**src/hw/i2c_slv_defs.svh**
```systemverilog
`ifndef I2C_SLV_DEFS_SVH
`define I2C_SLV_DEFS_SVH

// ######################################################################
// target identity and register bank geometry
// ######################################################################

// 7-bit bus address this target answers to.
`define I2C_SLV_ADDR 7'h3A

// number of byte registers and the width of the byte pointer.
`define I2C_REG_NUM 16
`define I2C_PTR_W 4

// ######################################################################
// line conditioning
// ######################################################################

// flops between the pins and the first edge history register.
`define I2C_SYNC_STAGES 2

`endif

```
**src/hw/i2c_slv_pkg.sv**
```systemverilog
package i2c_slv_pkg;

    // ##################################################################
    // protocol FSM
    // ##################################################################

    typedef enum logic [3:0] {
        IDLE    = 4'd0,
        START   = 4'd1,
        RX_BYTE = 4'd2,
        TX_ACK  = 4'd3,
        TX_BYTE = 4'd4,
        RX_ACK  = 4'd5,
        RESTART = 4'd6,
        STOP    = 4'd7
    } i2c_state_e;

    // level on SDA during the ninth clock of a byte.
    typedef enum logic {
        ACK  = 1'b0,
        NACK = 1'b1
    } i2c_ack_e;

    typedef logic [7:0] i2c_byte_t;

    // ##################################################################
    // receive shift register
    // ##################################################################

    // the first byte after a start is an address with the direction in
    // the lsb, every later byte is plain data.
    typedef union packed {
        struct packed {
            logic [6:0] addr;
            logic       rw;
        } adr;
        i2c_byte_t data;
    } i2c_rx_byte_u;

endpackage

```
**src/hw/i2c_line_if.sv**
```systemverilog
`timescale 1ns/1ps

interface i2c_line_if ();

    // pulses are one i_sysclk cycle wide.
    logic scl_rise;
    logic scl_fall;
    logic sda_lvl;
    logic start_det;
    logic stop_det;

    modport src (
        output scl_rise,
        output scl_fall,
        output sda_lvl,
        output start_det,
        output stop_det
    );

    modport dst (
        input scl_rise,
        input scl_fall,
        input sda_lvl,
        input start_det,
        input stop_det
    );

endinterface

```
**src/hw/i2c_reg_if.sv**
```systemverilog
`timescale 1ns/1ps

interface i2c_reg_if import i2c_slv_pkg::*; ();

    logic      ptr_load;
    logic      wr_en;
    i2c_byte_t wr_data;
    logic      rd_next;
    i2c_byte_t rd_data;

    modport master (
        output ptr_load,
        output wr_en,
        output wr_data,
        output rd_next,
        input  rd_data
    );

    modport slave (
        input  ptr_load,
        input  wr_en,
        input  wr_data,
        input  rd_next,
        output rd_data
    );

endinterface

```
**src/hw/i2c_line_cond.sv**
```systemverilog
`timescale 1ns/1ps
`include "i2c_slv_defs.svh"

module i2c_line_cond (
    input  logic    i_sysclk,
    input  logic    i_rst_n,
    input  logic    i_scl,
    input  logic    i_sda,
    i2c_line_if.src o_line
);

    logic [`I2C_SYNC_STAGES-1:0] scl_sync;
    logic [`I2C_SYNC_STAGES-1:0] sda_sync;
    logic                        scl_new;
    logic                        sda_new;
    logic                        scl_old;
    logic                        sda_old;

    assign scl_new = scl_sync[`I2C_SYNC_STAGES-1];
    assign sda_new = sda_sync[`I2C_SYNC_STAGES-1];

    // the history flop is also the level seen by the FSM, so a sampled
    // bit lines up with the scl_rise pulse that samples it.
    assign o_line.sda_lvl = sda_old;

    always_ff @(posedge i_sysclk or negedge i_rst_n) begin
        if (!i_rst_n) begin
            // an idle bus is pulled high.
            scl_sync         <= '1;
            sda_sync         <= '1;
            scl_old          <= 1'b1;
            sda_old          <= 1'b1;
            o_line.scl_rise  <= 1'b0;
            o_line.scl_fall  <= 1'b0;
            o_line.start_det <= 1'b0;
            o_line.stop_det  <= 1'b0;
        end else begin
            scl_sync <= {scl_sync[`I2C_SYNC_STAGES-2:0], i_scl};
            sda_sync <= {sda_sync[`I2C_SYNC_STAGES-2:0], i_sda};
            scl_old  <= scl_new;
            sda_old  <= sda_new;

            o_line.scl_rise  <= ~scl_old & scl_new;
            o_line.scl_fall  <= scl_old & ~scl_new;
            // SDA may only move with SCL high for a start or a stop.
            o_line.start_det <= scl_old & scl_new & sda_old & ~sda_new;
            o_line.stop_det  <= scl_old & scl_new & ~sda_old & sda_new;
        end
    end

endmodule

```
**src/hw/i2c_reg_file.sv**
```systemverilog
`timescale 1ns/1ps
`include "i2c_slv_defs.svh"

module i2c_reg_file import i2c_slv_pkg::*; (
    input  logic     i_sysclk,
    input  logic     i_rst_n,
    i2c_reg_if.slave i_reg
);

    i2c_byte_t             regs [`I2C_REG_NUM];
    logic [`I2C_PTR_W-1:0] ptr;
    logic [`I2C_PTR_W-1:0] ptr_inc;

    // the pointer width makes the increment wrap at the end of the bank.
    assign ptr_inc = ptr + 1'b1;

    // while rd_next is high the read port already shows the entry the
    // pointer moves to, so the next transmit byte loads on that same edge.
    assign i_reg.rd_data = i_reg.rd_next ? regs[ptr_inc] : regs[ptr];

    always_ff @(posedge i_sysclk or negedge i_rst_n) begin
        if (!i_rst_n) begin
            ptr <= '0;
            for (int i = 0; i < `I2C_REG_NUM; i++) begin
                regs[i] <= '0;
            end
        end else begin
            if (i_reg.ptr_load) begin
                ptr <= i_reg.wr_data[`I2C_PTR_W-1:0];
            end else if (i_reg.wr_en) begin
                regs[ptr] <= i_reg.wr_data;
                ptr       <= ptr_inc;
            end else if (i_reg.rd_next) begin
                ptr <= ptr_inc;
            end
        end
    end

endmodule

```
**src/hw/i2c_slv_fsm.sv**
```systemverilog
`timescale 1ns/1ps
`include "i2c_slv_defs.svh"

module i2c_slv_fsm import i2c_slv_pkg::*; (
    input  logic       i_sysclk,
    input  logic       i_rst_n,
    i2c_line_if.dst    i_line,
    i2c_reg_if.master  o_reg,
    output logic       o_sda_oe
);

    i2c_state_e   state;
    logic [2:0]   bit_cnt;
    i2c_rx_byte_u rx_byte;
    i2c_byte_t    tx_byte;
    i2c_ack_e     mst_ack;
    logic         first_byte;
    logic         ptr_set;
    logic         rd_dir;
    logic         byte_done;
    logic         addr_hit;
    logic         tx_load;
    logic         tx_shift;

    // ##################################################################
    // per-cycle decode
    // ##################################################################

    // the eighth falling edge of a received byte.
    assign byte_done = (state == RX_BYTE) && i_line.scl_fall && (bit_cnt == 3'd0);
    assign addr_hit  = (rx_byte.adr.addr == `I2C_SLV_ADDR);

    // only write transfers reach RX_BYTE after the address, so a data byte
    // here is either the pointer or a register write.
    assign o_reg.wr_data  = rx_byte.data;
    assign o_reg.ptr_load = byte_done && !first_byte && !ptr_set;
    assign o_reg.wr_en    = byte_done && !first_byte && ptr_set;
    assign o_reg.rd_next  = (state == RX_ACK) && i_line.scl_fall && (mst_ack == ACK);

    // a new transmit byte starts after the address ack of a read or after
    // an ack from the master.
    assign tx_load  = ((state == TX_ACK) && i_line.scl_fall && rd_dir) || o_reg.rd_next;
    assign tx_shift = (state == TX_BYTE) && i_line.scl_fall && (bit_cnt != 3'd0);

    // ##################################################################
    // shift registers
    // ##################################################################

    always_ff @(posedge i_sysclk) begin
        if ((state == RX_BYTE) && i_line.scl_rise) begin
            rx_byte.data <= {rx_byte.data[6:0], i_line.sda_lvl};
        end
        if (tx_load) begin
            tx_byte <= o_reg.rd_data;
        end else if (tx_shift) begin
            tx_byte <= {tx_byte[6:0], 1'b0};
        end
    end

    // ##################################################################
    // protocol FSM
    // ##################################################################

    always_ff @(posedge i_sysclk or negedge i_rst_n) begin
        if (!i_rst_n) begin
            state      <= IDLE;
            bit_cnt    <= 3'd7;
            first_byte <= 1'b1;
            ptr_set    <= 1'b0;
            rd_dir     <= 1'b0;
            mst_ack    <= NACK;
            o_sda_oe   <= 1'b0;
        end else if (i_line.stop_det) begin
            state    <= STOP;
            o_sda_oe <= 1'b0;
        end else if (i_line.start_det) begin
            // a start in the middle of a transfer drops the partial byte.
            o_sda_oe <= 1'b0;
            if ((state == IDLE) || (state == STOP)) begin
                state <= START;
            end else begin
                state <= RESTART;
            end
        end else begin
            case (state)
                START, RESTART: begin
                    if (i_line.scl_fall) begin
                        state      <= RX_BYTE;
                        bit_cnt    <= 3'd7;
                        first_byte <= 1'b1;
                        ptr_set    <= 1'b0;
                    end
                end
                RX_BYTE: begin
                    if (i_line.scl_fall) begin
                        if (bit_cnt != 3'd0) begin
                            bit_cnt <= bit_cnt - 3'd1;
                        end else if (first_byte && !addr_hit) begin
                            // not ours, SDA stays released for a NACK.
                            state <= IDLE;
                        end else begin
                            state    <= TX_ACK;
                            o_sda_oe <= 1'b1;
                            if (first_byte) begin
                                first_byte <= 1'b0;
                                rd_dir     <= rx_byte.adr.rw;
                            end else begin
                                ptr_set <= 1'b1;
                            end
                        end
                    end
                end
                TX_ACK: begin
                    if (i_line.scl_fall) begin
                        bit_cnt <= 3'd7;
                        if (rd_dir) begin
                            state    <= TX_BYTE;
                            o_sda_oe <= ~o_reg.rd_data[7];
                        end else begin
                            state    <= RX_BYTE;
                            o_sda_oe <= 1'b0;
                        end
                    end
                end
                TX_BYTE: begin
                    if (i_line.scl_fall) begin
                        if (bit_cnt != 3'd0) begin
                            bit_cnt  <= bit_cnt - 3'd1;
                            o_sda_oe <= ~tx_byte[6];
                        end else begin
                            state    <= RX_ACK;
                            o_sda_oe <= 1'b0;
                        end
                    end
                end
                RX_ACK: begin
                    if (i_line.scl_rise) begin
                        mst_ack <= i2c_ack_e'(i_line.sda_lvl);
                    end
                    if (i_line.scl_fall) begin
                        bit_cnt <= 3'd7;
                        if (mst_ack == ACK) begin
                            state    <= TX_BYTE;
                            o_sda_oe <= ~o_reg.rd_data[7];
                        end else begin
                            state <= IDLE;
                        end
                    end
                end
                STOP: begin
                    state <= IDLE;
                end
                default: begin
                    // idle waits for a start condition.
                    state <= IDLE;
                end
            endcase
        end
    end

endmodule

```
**src/hw/i2c_slv_top.sv**
```systemverilog
`timescale 1ns/1ps

module i2c_slv_top (
    input  logic i_sysclk,
    input  logic i_rst_n,
    input  logic i_scl,
    input  logic i_sda,
    output logic o_sda_oe
);

    // ##################################################################
    // internal buses
    // ##################################################################

    i2c_line_if u_line_if ();
    i2c_reg_if  u_reg_if ();

    // ##################################################################
    // pins to bus events
    // ##################################################################

    i2c_line_cond u_line_cond (
        .i_sysclk (i_sysclk),
        .i_rst_n  (i_rst_n),
        .i_scl    (i_scl),
        .i_sda    (i_sda),
        .o_line   (u_line_if)
    );

    // ##################################################################
    // protocol and storage
    // ##################################################################

    // o_sda_oe is a pull-down enable, the pad itself is outside.
    i2c_slv_fsm u_slv_fsm (
        .i_sysclk (i_sysclk),
        .i_rst_n  (i_rst_n),
        .i_line   (u_line_if),
        .o_reg    (u_reg_if),
        .o_sda_oe (o_sda_oe)
    );

    i2c_reg_file u_reg_file (
        .i_sysclk (i_sysclk),
        .i_rst_n  (i_rst_n),
        .i_reg    (u_reg_if)
    );

endmodule

```
**config.mk**
```make
export PLATFORM = sky130hd
export DESIGN_NAME = i2c_slv_top
export DESIGN_NICKNAME = d
export VERILOG_FILES = /design/src/hw/i2c_slv_pkg.sv /design/src/hw/i2c_line_if.sv /design/src/hw/i2c_reg_if.sv /design/src/hw/i2c_line_cond.sv /design/src/hw/i2c_reg_file.sv /design/src/hw/i2c_slv_fsm.sv /design/src/hw/i2c_slv_top.sv
export VERILOG_INCLUDE_DIRS = /design/src /design/src/hw
export SDC_FILE = /design/constraint.sdc
export NUM_CORES = 1
export LEC_CHECK = 0
export BUFFER_PORTS_ARGS = -buffer_cell sky130_fd_sc_hd__buf_2
export CAP_MARGIN = 20
export CELL_PAD_IN_SITES_DETAIL_PLACEMENT = 0
export CELL_PAD_IN_SITES_GLOBAL_PLACEMENT = 1
export CORE_MARGIN = 4
export CORE_UTILIZATION = 48
export DETAILED_ROUTE_END_ITERATION = 10
export PLACE_DENSITY = 0.69
export SLEW_MARGIN = 20
export SYNTH_ARGS = -nofsm -noshare
export SYNTH_HDL_FRONTEND = slang
export SYNTH_SLANG_ARGS = --single-unit
```
**constraint.sdc**
```tcl
create_clock -name i_sysclk -period 4.32 [get_ports i_sysclk]
set_clock_uncertainty 0.05 [all_clocks]
set_input_delay 0.216 -clock i_sysclk [delete_from_list [all_inputs] [get_ports i_sysclk]]
set_output_delay 0.216 -clock i_sysclk [all_outputs]
set_load 0.05 [all_outputs]
```
==> flow_summary.toml <==
[outcome]
outcome = "finished clean"

[logic_synthesis]
synth.most_common_cell = "dfrtp_1"
syn_avg_cell_area_um2 = 14.4
yosys_register_bits = 168
synth_top_family_by_area = "multiplexers"
synth_edf_count = 15
async_flop_share = 0.911
ys.flop_type = "dfrtp_1"
yosysUniqueCellTypes = 52
synthTopCellsByArea = "dfrtp_1 (40%), mux4_2 (18%), mux2_2 (15%)"
netlist_instances = 619
yosysTopAreaCell = "dfrtp_1"
synthTopCellsByCount = "dfrtp_1 (142), mux2_2 (120), mux4_2 (70)"
synthSimpleGateAreaFrac = 0.0774
syn_nets = 629
synth_compound_area_frac = 0.0494
synthMuxAreaShare = 0.354
ys_warn_count = 0
synth.top_cell.area_share = 0.399
synthAdderAreaFrac = 0.00844
yosysSeqAreaShare = 0.483
synth-xor-area-share = 0.00492
netlist_area_mm2 = 0.00890

[timing]
finalSetupViolCount = 0
fmax_mhz = 275
slew_headroom = 0.403
finalHoldViolCount = 0
post-route-min-period_ps = 3640
rsz0062_at_grt = "false"
fin_setup_tns_ps = 0
setup_ws_ps = 685
slew_viol_final = 0
worst_pin_slew_ps = 894
fin_crit_sh = 0.842

[drt]
wl_per_cell_um = 25.1
finalWirelength_um = 21500
dr_total_vias = 5483
drtPass1Iterations = 5
via_per_inst = 6.40
drt_iter0_markers = 461
antenna_left = 0
drc = 0

[floorplan]
core-area_mm2 = 0.0181
io-pin-count = 5
dieArea_mm2 = 0.0208
rows = 49
dieWidth_um = 144
start_util = 0.492
die_y_um = 144

[clock_tree]
cts_buffer_depth = 2
cts_max_level = 4
clk_pin_slew_worst_paths_ps = 70
post-cts-setup-buffers = 0
cts_sinks = 168
cts_tree = "built"
cts_root_buffer = "clkbuf_16"
cts_buffers = 17
clk_latency_ps = 430

[setup_path]
cp_slowest_cell = "buf_4"
cp_top_family = "buffers and inverters"
start_kind = "register"
crit_arrival_ps = 3930
crit_chain = "buf_4 -> ha_1 -> xor2_1 -> mux4_2 -> a21oi_1 -> nor4_1 -> or4_1 -> a31oi_1"
critPathMaxFanout = 46
required_ps = 4610
max_stage_delay_ps = 650
critical_path_class = "reg2reg"
path_buf_inv = 1
cp-end-kind = "register"

[power_and_ir_drop]
p_sw_frac = 0.336
power.share.clock = 0.335
leakagePower_nw = 4.21
total_power_mw = 4.84
pwr_density_cell_mw_per_mm2 = 497
p_comb_frac = 0.269
vdd_drop_max_mv = 0.341
p_int_mw = 3.21
p_sw_mw = 1.63
seq_power_share = 0.395

[placement]
dp_hpwl_um = 14300
gp_congestion = 0.849
dp_slack_ps = 676
portBuffers = 4
numPlacedInstances = 822

[grt]
track_usage = 0.219
grt_first_pass_wirelength_um = 33600
grt_max_degree = 72
antenna_found_initial = 0
grt_overflow = 0
grt_pass1_vias = 5525

[layout]
diodes = 0
final_cells = 857
drive_above_1_share = 0.443
layout.nets = 625
area_growth_pct = 9.59

[flow_run]
maxCapViolCount = 0

[hold_path]
holdCritPathClass = "in2async"
[kinds of logic after synthesis]
group	after synthesis
AOI/OAI and AO/OA	68
buffers and inverters	45
muxes	208
adders and majority gates	6
xor gates and xnor gates	5
DFF	168
and+or+nand+nor	119
[flip-flops by register name (all words and copies together) (netlist names), 2 cells and up]
| register | cells |
|---|---|
| u_slv_fsm.o_reg.wr_data | 8 |
| u_reg_file.regs | 128 |
| u_line_cond.scl_sync | 2 |
| u_slv_fsm.state | 3 |
| u_line_cond.sda_sync | 2 |
| u_slv_fsm.tx_byte | 7 |
| u_reg_file.ptr | 4 |
| u_slv_fsm.bit_cnt | 3 |
[layer usage]
metal  part of all wire  global-route usage  wire (um)
met5                  0                   0          0
met4              0.012              0.0594        252
met3              0.042              0.0344        911
met2               0.49               0.343      10500
met1               0.46               0.322       9850
[layout make-up]
class / count / area, um^2
fillers: 1473 / 8340
well taps: 229 / 287
clock inverters: 14 / 195
inverters: 7 / 26.3
multi-input cells: 406 / 4400
flip-flops and latches: 168 / 4300
repair buffers: 15 / 116
clock buffers: 18 / 429
[worst paths after layout]
kind | cells after the start | from | slack, ps | end
worst min-delay path | 2 | i_rst_n | 300 | u_slv_fsm.state[0]$_DFFE_PN0P_
min in group i_sysclk | 0 | u_line_cond.scl_sync[0]$_DFF_PN1_ | 310 | u_line_cond.scl_sync[1]$_DFF_PN1_
max in group asynchronous | 3 | i_rst_n | 2880 | u_reg_file.regs[43]$_DFFE_PN0P_
worst min register to register | 0 | u_line_cond.scl_sync[0]$_DFF_PN1_ | 310 | u_line_cond.scl_sync[1]$_DFF_PN1_
worst max-delay path | 8 | u_reg_file.ptr[0]$_DFFE_PN0P_ | 680 | u_slv_fsm.o_sda_oe$_DFFE_PN0P_
worst max register to register | 8 | u_reg_file.ptr[0]$_DFFE_PN0P_ | 680 | u_slv_fsm.o_sda_oe$_DFFE_PN0P_
[cells in the final DEF (no fill, tap or decap), types with 3 or more instances in the layout]
cell type        n
dfrtp_1        141
mux2_2         120
mux4_2          70
nor2_1          30
nand2_1         25
o21ai_0         19
clkbuf_16       17
edfxtp_1        15
a21oi_1         14
a22o_1          13
nor2_2          12
a31oi_1         11
dfstp_2         11
mux2_4           8
mux2i_1          8
buf_4            8
inv_1            7
nand2b_1         7
nor2b_1          6
nand3_1          5
nor3b_1          5
ha_1             5
nor3_4           4
nor3_1           4
bufinv_16        4
xor2_1           3
nand2_2          3
nor4_1           3
inv_6            3
dlygate4sd3_1    3
buf_2            3
[metrics by stage]
stage | instance area (um^2) | hold slack [ps] | utilization
after global placement | 9090 | 210 | 0.503
after detailed placement | 9090 | 218 | 0.503
after CTS | 9750 | 313 | 0.539
final | 9750 | 301 | 0.539
after global routing | 9750 | 315 | 0.539
after floorplan | 8900 | -130 | -
[power groups by stage]
| stage | Sequential [mW] | Combinational (mW) | Clock (mW) |
|---|---|---|---|
| after floorplan | 1.79 | 1.17 | 0 |
| after global placement | 1.94 | 1.30 | 0 |
| after detailed placement | 1.94 | 1.32 | 0 |
| after CTS | 1.91 | 1.32 | 1.65 |
| after global routing | 1.93 | 1.41 | 1.71 |
| final | 1.91 | 1.30 | 1.62 |
[repair_timing]
| item | 4_1_cts | 5_1_grt |
|---|---|---|
| gates resized for setup | 0 | 0 |
| hold buffers | 3 | 0 |
| endpoints found under the hold margin | 60 | 0 |
Power figures use the tool's default switching activity.
